## config.mk

```make
export PLATFORM = sky130hd
export DESIGN_NAME = lpif_link_top
export DESIGN_NICKNAME = d
export VERILOG_FILES = /design/src/verilog/lpif_link_pkg.sv /design/src/verilog/lpif_auto_sync.sv /design/src/verilog/lpif_field_pack.sv /design/src/verilog/lpif_channel_concat.sv /design/src/verilog/lpif_link_top.sv
export VERILOG_INCLUDE_DIRS = /design/src /design/src/verilog
export SDC_FILE = /design/constraint.sdc
export NUM_CORES = 1
export LEC_CHECK = 0
export ABC_AREA = 1
export BUFFER_PORTS_ARGS = -buffer_cell sky130_fd_sc_hd__buf_2
export CORE_AREA = 2 2 264 266
export CTS_BUF_LIST = sky130_fd_sc_hd__clkbuf_16
export CTS_CLUSTER_DIAMETER = 80
export CTS_CLUSTER_SIZE = 12
export DETAILED_ROUTE_END_ITERATION = 10
export DIE_AREA = 0 0 266 268
export HOLD_SLACK_MARGIN = 0.15
export SYNTH_ARGS = -nofsm -noshare
export SYNTH_HDL_FRONTEND = slang
export SYNTH_SLANG_ARGS = --single-unit
```

## constraint.sdc

```tcl
create_clock -name clk_wr -period 4.7 [get_ports clk_wr]
set_input_delay 0.94 -clock clk_wr [delete_from_list [all_inputs] [get_ports clk_wr]]
set_output_delay 0.94 -clock clk_wr [all_outputs]
set_load 0.01 [all_outputs]
```

## src/verilog/lpif_link_macros.svh

```systemverilog
////////////////////////////////////////
// Widths and bit positions of the LPIF link word and PHY channels
// Include wherever a field slice or channel bit is addressed
////////////////////////////////////////
`ifndef LPIF_LINK_MACROS_SVH
`define LPIF_LINK_MACROS_SVH

// Link word and PHY channel
`define LL_WORD_W     150
`define LL_PHY_W      80
`define LL_SLICE_W    75
`define LL_STB_BIT    75
`define LL_MRK_BIT    76
`define LL_DLY_W      16

// LPIF field widths
`define LL_STATE_W    8
`define LL_PROTID_W   4
`define LL_DATA_W     128
`define LL_DVALID_W   2
`define LL_CRC_W      4
`define LL_CRCV_W     2
`define LL_VALID_W    2

// Field LSBs in the link word, low bit up
`define LL_STATE_LSB  0
`define LL_PROTID_LSB 8
`define LL_DATA_LSB   12
`define LL_DVALID_LSB 140
`define LL_CRC_LSB    142
`define LL_CRCV_LSB   146
`define LL_VALID_LSB  148

`endif

```

## src/verilog/lpif_link_pkg.sv

```systemverilog
////////////////////////////////////////
// Shared types for the LPIF x2 master link
// Import into any module using link words or delays
////////////////////////////////////////
`default_nettype none
`include "lpif_link_macros.svh"

package lpif_link_pkg;

  ////////////////////////////////////////
  // Link and PHY vectors
  ////////////////////////////////////////

  // Full logic-link word, state in the low bits
  typedef logic [`LL_WORD_W-1:0]   ll_word_t;

  // One AIB channel
  typedef logic [`LL_PHY_W-1:0]    phy_word_t;

  ////////////////////////////////////////
  // LPIF fields
  ////////////////////////////////////////

  typedef logic [`LL_STATE_W-1:0]  lp_state_t;
  typedef logic [`LL_PROTID_W-1:0] lp_protid_t;
  typedef logic [`LL_DATA_W-1:0]   lp_data_t;

  // Word-alignment delay count
  typedef logic [`LL_DLY_W-1:0]    dly_t;

  // Per-direction online sequencing
  typedef enum logic [1:0] {
    SYNC_OFFLINE = 2'd0,
    SYNC_WAIT    = 2'd1,
    SYNC_ONLINE  = 2'd2
  } sync_state_t;

endpackage

`default_nettype wire

```

## src/verilog/lpif_auto_sync.sv

```systemverilog
////////////////////////////////////////
// Online delay sequencing for both link directions
// Also drives the per-word strobe and alternating marker bits
////////////////////////////////////////
`timescale 1ns/1ps
`default_nettype none

module lpif_auto_sync
  import lpif_link_pkg::*;
(
  input  logic clk_wr,
  input  logic rst_n,

  // Raw online requests
  input  logic tx_online,
  input  logic rx_online,

  // Word-alignment times
  input  dly_t delay_x_value,
  input  dly_t delay_y_value,
  input  dly_t delay_z_value,

  // Delayed online and alignment bits
  output logic tx_online_delay,
  output logic rx_online_delay,
  output logic tx_stb_bit,
  output logic tx_mrk_bit
);

  ////////////////////////////////////////
  // Shared step functions
  ////////////////////////////////////////

  // Next state for one direction
  function automatic sync_state_t sync_next(
    sync_state_t cur,
    logic        go,
    dly_t        cnt,
    dly_t        load
  );
    sync_state_t nxt;
    nxt = cur;
    if (!go) begin
      // Drop straight back to offline
      nxt = SYNC_OFFLINE;
    end else begin
      case (cur)
        // Zero delay goes online on the same edge
        SYNC_OFFLINE: nxt = (load == '0) ? SYNC_ONLINE : SYNC_WAIT;
        SYNC_WAIT:    if (cnt <= dly_t'(1)) nxt = SYNC_ONLINE;
        default:      nxt = cur;
      endcase
    end
    return nxt;
  endfunction

  // Counter loads while offline, counts down while waiting
  function automatic dly_t cnt_next(sync_state_t cur, dly_t cnt, dly_t load);
    dly_t nxt;
    nxt = cnt;
    if (cur == SYNC_OFFLINE) nxt = load;
    else if (cur == SYNC_WAIT) nxt = cnt - dly_t'(1);
    return nxt;
  endfunction

  ////////////////////////////////////////
  // TX and RX sequencers
  ////////////////////////////////////////

  sync_state_t tx_state;
  sync_state_t rx_state;
  dly_t        tx_cnt;
  dly_t        rx_cnt;
  dly_t        tx_load;
  logic        rx_go;
  logic        mrk_phase;

  // TX waits for Y plus Z, wraps on overflow
  assign tx_load = dly_t'(delay_y_value + delay_z_value);

  // RX only starts once TX side is up
  assign rx_go = rx_online & tx_online_delay;

  always_ff @(posedge clk_wr) begin
    if (!rst_n) begin
      tx_state <= SYNC_OFFLINE;
      tx_cnt   <= '0;
    end else begin
      tx_state <= sync_next(tx_state, tx_online, tx_cnt, tx_load);
      tx_cnt   <= cnt_next(tx_state, tx_cnt, tx_load);
    end
  end

  always_ff @(posedge clk_wr) begin
    if (!rst_n) begin
      rx_state <= SYNC_OFFLINE;
      rx_cnt   <= '0;
    end else begin
      rx_state <= sync_next(rx_state, rx_go, rx_cnt, delay_x_value);
      rx_cnt   <= cnt_next(rx_state, rx_cnt, delay_x_value);
    end
  end

  assign tx_online_delay = (tx_state == SYNC_ONLINE);
  assign rx_online_delay = (rx_state == SYNC_ONLINE);

  ////////////////////////////////////////
  // Strobe and marker
  ////////////////////////////////////////

  // Phase held at 1 while offline, so first online word is marked
  always_ff @(posedge clk_wr) begin
    if (!rst_n || !tx_online_delay) begin
      mrk_phase <= 1'b1;
    end else begin
      mrk_phase <= ~mrk_phase;
    end
  end

  // Persistent strobe on every online word
  assign tx_stb_bit = tx_online_delay;
  assign tx_mrk_bit = tx_online_delay & mrk_phase;

endmodule

`default_nettype wire

```

## src/verilog/lpif_field_pack.sv

```systemverilog
////////////////////////////////////////
// Packs dstrm LPIF fields into a link word and unpacks ustrm fields
// One register stage in each direction
////////////////////////////////////////
`timescale 1ns/1ps
`default_nettype none
`include "lpif_link_macros.svh"

module lpif_field_pack
  import lpif_link_pkg::*;
(
  input  logic                    clk_wr,
  input  logic                    rst_n,

  // Downstream LPIF fields
  input  lp_state_t               dstrm_state,
  input  lp_protid_t              dstrm_protid,
  input  lp_data_t                dstrm_data,
  input  logic [`LL_DVALID_W-1:0] dstrm_dvalid,
  input  logic [`LL_CRC_W-1:0]    dstrm_crc,
  input  logic [`LL_CRCV_W-1:0]   dstrm_crc_valid,
  input  logic [`LL_VALID_W-1:0]  dstrm_valid,

  // Upstream LPIF fields
  output lp_state_t               ustrm_state,
  output lp_protid_t              ustrm_protid,
  output lp_data_t                ustrm_data,
  output logic [`LL_DVALID_W-1:0] ustrm_dvalid,
  output logic [`LL_CRC_W-1:0]    ustrm_crc,
  output logic [`LL_CRCV_W-1:0]   ustrm_crc_valid,
  output logic [`LL_VALID_W-1:0]  ustrm_valid,

  // Link words to and from the concatenator
  output ll_word_t                tx_word,
  input  ll_word_t                rx_word,
  input  logic                    rx_online_delay
);

  ////////////////////////////////////////
  // Downstream pack
  ////////////////////////////////////////

  // Payload only, offline gating happens at the PHY side
  always_ff @(posedge clk_wr) begin
    tx_word[`LL_STATE_LSB  +: `LL_STATE_W]  <= dstrm_state;
    tx_word[`LL_PROTID_LSB +: `LL_PROTID_W] <= dstrm_protid;
    tx_word[`LL_DATA_LSB   +: `LL_DATA_W]   <= dstrm_data;
    tx_word[`LL_DVALID_LSB +: `LL_DVALID_W] <= dstrm_dvalid;
    tx_word[`LL_CRC_LSB    +: `LL_CRC_W]    <= dstrm_crc;
    tx_word[`LL_CRCV_LSB   +: `LL_CRCV_W]   <= dstrm_crc_valid;
    tx_word[`LL_VALID_LSB  +: `LL_VALID_W]  <= dstrm_valid;
  end

  ////////////////////////////////////////
  // Upstream unpack
  ////////////////////////////////////////

  // All ustrm fields held at zero until RX side is aligned
  always_ff @(posedge clk_wr) begin
    if (!rst_n || !rx_online_delay) begin
      ustrm_state     <= '0;
      ustrm_protid    <= '0;
      ustrm_data      <= '0;
      ustrm_dvalid    <= '0;
      ustrm_crc       <= '0;
      ustrm_crc_valid <= '0;
      ustrm_valid     <= '0;
    end else begin
      ustrm_state     <= rx_word[`LL_STATE_LSB  +: `LL_STATE_W];
      ustrm_protid    <= rx_word[`LL_PROTID_LSB +: `LL_PROTID_W];
      ustrm_data      <= rx_word[`LL_DATA_LSB   +: `LL_DATA_W];
      ustrm_dvalid    <= rx_word[`LL_DVALID_LSB +: `LL_DVALID_W];
      ustrm_crc       <= rx_word[`LL_CRC_LSB    +: `LL_CRC_W];
      // Valid qualifiers last, top of the word
      ustrm_crc_valid <= rx_word[`LL_CRCV_LSB   +: `LL_CRCV_W];
      ustrm_valid     <= rx_word[`LL_VALID_LSB  +: `LL_VALID_W];
    end
  end

endmodule

`default_nettype wire

```

## src/verilog/lpif_channel_concat.sv

```systemverilog
////////////////////////////////////////
// Splits the link word over two PHY channels and rebuilds it on receive
// Adds strobe and marker bits per channel, zero while offline
////////////////////////////////////////
`timescale 1ns/1ps
`default_nettype none
`include "lpif_link_macros.svh"

module lpif_channel_concat
  import lpif_link_pkg::*;
(
  input  logic      clk_wr,
  input  logic      rst_n,

  // Link words
  input  ll_word_t  tx_word,
  output ll_word_t  rx_word,

  // From auto-sync
  input  logic      tx_online_delay,
  input  logic      tx_stb_bit,
  input  logic      tx_mrk_bit,

  // PHY channels
  output phy_word_t tx_phy0,
  output phy_word_t tx_phy1,
  input  phy_word_t rx_phy0,
  input  phy_word_t rx_phy1
);

  ////////////////////////////////////////
  // Channel word layout
  ////////////////////////////////////////

  // Data slice low, then strobe, marker, spare bits as zero
  function automatic phy_word_t build_channel(
    logic [`LL_SLICE_W-1:0] slice,
    logic                   stb,
    logic                   mrk
  );
    phy_word_t w;
    w                   = '0;
    w[`LL_SLICE_W-1:0]  = slice;
    w[`LL_STB_BIT]      = stb;
    w[`LL_MRK_BIT]      = mrk;
    return w;
  endfunction

  ////////////////////////////////////////
  // Transmit
  ////////////////////////////////////////

  // Channel 0 gets the low half, channel 1 the high half
  always_ff @(posedge clk_wr) begin
    if (!rst_n || !tx_online_delay) begin
      tx_phy0 <= '0;
      tx_phy1 <= '0;
    end else begin
      tx_phy0 <= build_channel(tx_word[0 +: `LL_SLICE_W], tx_stb_bit, tx_mrk_bit);
      tx_phy1 <= build_channel(tx_word[`LL_SLICE_W +: `LL_SLICE_W],
                               tx_stb_bit, tx_mrk_bit);
    end
  end

  ////////////////////////////////////////
  // Receive
  ////////////////////////////////////////

  // Single clock domain, so alignment bits are not needed to rebuild
  // Only the data slices are taken, ustrm gating is done in the packer
  always_ff @(posedge clk_wr) begin
    rx_word <= {rx_phy1[`LL_SLICE_W-1:0], rx_phy0[`LL_SLICE_W-1:0]};
  end

endmodule

`default_nettype wire

```

## src/verilog/lpif_link_top.sv

```systemverilog
////////////////////////////////////////
// LPIF x2 half master link top, single clock domain
// Connects auto-sync, field packer and channel concatenator
////////////////////////////////////////
`timescale 1ns/1ps
`default_nettype none
`include "lpif_link_macros.svh"

module lpif_link_top
  import lpif_link_pkg::*;
(
  input  logic                    clk_wr,
  input  logic                    rst_n,

  // Control
  input  logic                    tx_online,
  input  logic                    rx_online,
  input  dly_t                    delay_x_value,
  input  dly_t                    delay_y_value,
  input  dly_t                    delay_z_value,

  // PHY interconnect
  output phy_word_t               tx_phy0,
  output phy_word_t               tx_phy1,
  input  phy_word_t               rx_phy0,
  input  phy_word_t               rx_phy1,

  // Downstream channel
  input  lp_state_t               dstrm_state,
  input  lp_protid_t              dstrm_protid,
  input  lp_data_t                dstrm_data,
  input  logic [`LL_DVALID_W-1:0] dstrm_dvalid,
  input  logic [`LL_CRC_W-1:0]    dstrm_crc,
  input  logic [`LL_CRCV_W-1:0]   dstrm_crc_valid,
  input  logic [`LL_VALID_W-1:0]  dstrm_valid,

  // Upstream channel
  output lp_state_t               ustrm_state,
  output lp_protid_t              ustrm_protid,
  output lp_data_t                ustrm_data,
  output logic [`LL_DVALID_W-1:0] ustrm_dvalid,
  output logic [`LL_CRC_W-1:0]    ustrm_crc,
  output logic [`LL_CRCV_W-1:0]   ustrm_crc_valid,
  output logic [`LL_VALID_W-1:0]  ustrm_valid
);

  ////////////////////////////////////////
  // Interconnect
  ////////////////////////////////////////

  ll_word_t tx_word;
  ll_word_t rx_word;
  logic     tx_online_delay;
  logic     rx_online_delay;
  logic     tx_stb_bit;
  logic     tx_mrk_bit;

  // Online delays and alignment bits
  lpif_auto_sync i_lpif_auto_sync (
    .clk_wr          (clk_wr),
    .rst_n           (rst_n),
    .tx_online       (tx_online),
    .rx_online       (rx_online),
    .delay_x_value   (delay_x_value),
    .delay_y_value   (delay_y_value),
    .delay_z_value   (delay_z_value),
    .tx_online_delay (tx_online_delay),
    .rx_online_delay (rx_online_delay),
    .tx_stb_bit      (tx_stb_bit),
    .tx_mrk_bit      (tx_mrk_bit)
  );

  // LPIF fields to and from link words
  lpif_field_pack i_lpif_field_pack (
    .clk_wr          (clk_wr),
    .rst_n           (rst_n),
    .dstrm_state     (dstrm_state),
    .dstrm_protid    (dstrm_protid),
    .dstrm_data      (dstrm_data),
    .dstrm_dvalid    (dstrm_dvalid),
    .dstrm_crc       (dstrm_crc),
    .dstrm_crc_valid (dstrm_crc_valid),
    .dstrm_valid     (dstrm_valid),
    .ustrm_state     (ustrm_state),
    .ustrm_protid    (ustrm_protid),
    .ustrm_data      (ustrm_data),
    .ustrm_dvalid    (ustrm_dvalid),
    .ustrm_crc       (ustrm_crc),
    .ustrm_crc_valid (ustrm_crc_valid),
    .ustrm_valid     (ustrm_valid),
    .tx_word         (tx_word),
    .rx_word         (rx_word),
    .rx_online_delay (rx_online_delay)
  );

  // Link words to and from the two PHY channels
  lpif_channel_concat i_lpif_channel_concat (
    .clk_wr          (clk_wr),
    .rst_n           (rst_n),
    .tx_word         (tx_word),
    .rx_word         (rx_word),
    .tx_online_delay (tx_online_delay),
    .tx_stb_bit      (tx_stb_bit),
    .tx_mrk_bit      (tx_mrk_bit),
    .tx_phy0         (tx_phy0),
    .tx_phy1         (tx_phy1),
    .rx_phy0         (rx_phy0),
    .rx_phy1         (rx_phy1)
  );

endmodule

`default_nettype wire

```

==> impl_results.md <==
- Tot Pwr: 11000 uW
- Synth Area in XOR/XNOR: 0.00943
- Reg2Reg Setup Slack: 2.42 ns
- Final worst setup slack: 2.28 ns
- Clk root buf: clkbuf_16
- First-pass GRT wire length: 68.0 mm
- Worst Tran Pin Value: 1.07 ns
- Final period utilization: 0.514
- YS warnings: 0
- Drt via density: 3.74
- Drc violations: 0
- NumNets Final: 2834
- Max-cap violations: 0
- Cell count after synthesis: 1769
- Clock-pin slew on the worst setup and hold paths: 0.06 ns
- CP max FO: 4
- Period minus WS final: 2.42 ns
- Synth Area in Compound Gates: 0.0205
- Area Overhead vs Synth: 35.2%
- Fillers: 6967
- Post-route ant nets: 0
- Pleak: 0.0130 uW
- Max rail drop VDD: 0.295 mV
- Mean post-synth cell area: 9.98 um^2
- Antenna violations before repair: 17
- NetSw: 2490 uW
- Placer Congestion: 0.824
- Post-route cell area: 23900 um^2
- Via count: 12549
- Multi-input logic area: 3230 um^2
- Clk sinks: 639
- HPWL after detailed placement: 34.8 mm
- Io pins: 672
- DRT Pass-1 Iters: 4
- Final setup violating endpoints: 0
- RSZ-0062 raised after global routing: false
- Core box area: 68200 um^2
- Starting Density: 0.259
- Netlist cell types: 39
- H-tree depth: 3
- Chip height: 268 um
- WL final: 46.3 mm
- Setup crit end kind: register
- Hold Fails Final Rpt: 0
- Sw Ratio: 0.225
- # hold bufs at CTS: 0
- Util after Layout: 0.350
- Clock power share: 0.440
- Seq cells post-synth: 639
- Vias in the first global route: 12281
- Fmax: 414 MHz
- Sequential-to-total area share from yosys stat: 0.725
- DP Area: 21900 um^2
- Combinational Power Share: 0.047
- Synth top area share: 0.725
- CTS Buffer Depth: 3
- Remaining Overflow, GRT: 0
- Met3 WL: 4.59 mm
- Post-Synth Adder-Cell Area: 0.0146
- Setup bufs post-CTS: 0
- Critical Path RT: 5.22 ns
- Post-CTS sizing: 0
- Sequential Area: 12800 um^2
- Clock buffer count from CTS: 67
- Hold Path Class: reg -> reg
- Area leader, netlist: dfxtp_1
- Top Layer Used: met5
- Chip width: 266 um
- Met2 wire length: 22.5 mm
- DRT iter0 DRCs: 489
- Die area: 71300 um^2
- Critical Path AT: 2.94 ns
- # rows: 96
- DP Worst Slack: 1.67 ns
- Internal: 8550 uW
- Status: complete, no violations
- CTS tree: yes
- Largest family of logic cells by synthesized area: simple AND/OR/NAND/NOR gates
- WS Path Type: in -> reg
- Pwr dens: 462 nW/um^2
- Multiplexer area fraction after synthesis: 0
- CP Launch Type: input pin
- GRT Util Overall: 0.124
- Skew final: 0.0232 ns
- Clock latency on the worst-skew pair: 0.60 ns
- Largest net degree at the start of global routing: 64
- Port bufs: 655
- Fin. max-slew vios: 0
- Simple-gate share of the synthesized area: 0.137
- Post-Syn Area: 17700 um^2
- Slew HR: 0.287
- Routed metal-1 wirelength: 17.7 mm
- Synth area leaders: dfxtp_1 72%, inv_1 7.9%, nor2_1 7.4%, nand2_1 4.0%, ha_1 1.3%
- Layout cell share with drive strength beyond 1: 0.310
- Reg power frac: 0.513
- WL/cell: 13.8 um
- Setup TNS: 0 ns
[power by group through the flow]
stage	Sequential [uW]	Clock (uW)	Combinational [uW]
floorplan	5770	0	295
global placement	5780	0	518
detailed placement	5780	0	526
CTS	5660	5050	530
global route	5680	5260	602
finish	5660	4850	523
[cell type report]
class / instances / area share
sequential: 639 / 0.536
timing repair buffer: 660 / 0.140
multi-input combinational: 707 / 0.135
clock buffer: 67 / 0.0702
inverter: 377 / 0.0594
tap: 882 / 0.0462
clock inverter: 19 / 0.0124
antenna: 7 / 0.000734
[per-layer routing]
layer / track usage / vias to the layer above
met2: 0.214 / 453
met3: 0.0553 / 120
met1: 0.133 / 5484
met4: 0.0519 / 20
met5: 0 / -
li1: - / 6472
[kinds of logic (layout without fill, tap and decap cells)]
family | after synthesis | after routing
AND/OR/NAND/NOR | 602 | 602
adder cells (fa/ha/maj) | 20 | 20
other | 1 | 13
XOR/XNOR | 19 | 19
flip-flops | 639 | 639
AO/OA/AOI/OAI | 60 | 60
buffers and inverters | 428 | 1123
[Yosys cell counts]
library cell    n
a21oi_1        17
a21oi_2         1
a221oi_1        2
a22oi_1         1
a311oi_1        1
a31o_2          1
a31oi_1        16
and2_1          2
buf_1           1
buf_2          15
buf_4           9
clkbuf_1       26
conb_1          1
dfxtp_1       639
fa_1            1
ha_1           19
inv_1         371
inv_2           6
nand2_1       186
nand2_2         2
nand3_1        31
nand3_2         1
nand3b_1        4
nand4_1         5
nor2_1        346
nor2_2          5
nor2_4          1
nor3_1          7
nor3_2          2
nor3b_1         1
nor4_1          6
o211ai_1        2
o21ai_0        15
o221ai_1        3
o41ai_1         1
or2_0           2
or3_4           1
xnor2_1         8
xor2_1         11
[flip-flops by register name (all words and copies together), names as in the netlist]
register,cells
i_lpif_auto_sync.tx_state,2
i_lpif_field_pack.ustrm_state,8
i_lpif_auto_sync.tx_cnt,16
i_lpif_field_pack.tx_word,150
i_lpif_channel_concat.tx_phy0,75
i_lpif_field_pack.ustrm_protid,4
i_lpif_auto_sync.rx_state,2
i_lpif_field_pack.ustrm_crc_valid,2
i_lpif_field_pack.ustrm_dvalid,2
i_lpif_field_pack.ustrm_valid,2
i_lpif_auto_sync.rx_cnt,16
i_lpif_channel_concat.tx_phy1,77
i_lpif_field_pack.ustrm_crc,4
i_lpif_field_pack.ustrm_data,128
i_lpif_auto_sync.mrk_phase,1
i_lpif_channel_concat.rx_word,150
[critical path, cell delays in order]
cell,delay [ns]
buf_2,0.10
ha_1,0.23
fa_1,0.46
nand3_1,0.14
nand3_1,0.15
nand3_1,0.12
nand4_1,0.08
nand2_1,0.13
nand2_1,0.07
nor2_1,0.14
nand3_1,0.11
nand2_1,0.10
nand2_1,0.07
a21oi_2,0.11
[metrics by stage]
stage | std cells | hold WS [ns]
2_1_floorplan | 1774 | 0.370
3_3_place_gp | 3265 | 0.382
3_5_place_dp | 3265 | 0.385
4_1_cts | 3351 | 0.379
5_1_grt | 3353 | 0.391
6_report | 3358 | 0.396
[path summary, 6_finish.rpt]
check,from,to,cells past startpoint
min,i_lpif_field_pack.tx_word[7]$_DFF_P_,i_lpif_channel_concat.tx_phy0[7]$_SDFF_PP0_,2
max,delay_y_value[0],i_lpif_auto_sync.tx_state[1]$_SDFFE_PN0P_,14
min reg2reg,i_lpif_field_pack.tx_word[7]$_DFF_P_,i_lpif_channel_concat.tx_phy0[7]$_SDFF_PP0_,2
max reg2reg,i_lpif_auto_sync.rx_state[1]$_SDFFE_PN0P_,i_lpif_field_pack.ustrm_data[29]$_SDFF_PP0_,5
[cells in the final DEF (no fill, tap or decap), types with 3 or more instances in the layout]
cell type and count:
buf_2 655, dfxtp_1 639, inv_1 371, nor2_1 346
nand2_1 185, clkbuf_16 67, nand3_1 31, ha_1 19
a21oi_1 17, a31oi_1 16, o21ai_0 15, xor2_1 11
xnor2_1 8, diode_2 7, nor3_1 7, nor4_1 6
conb_1 6, inv_2 5, nand4_1 5, nor2_2 5
nand3b_1 4, clkinv_16 4, o221ai_1 3, clkinv_8 3
clkinv_2 3, buf_4 3
Power figures use the tool's default switching activity.
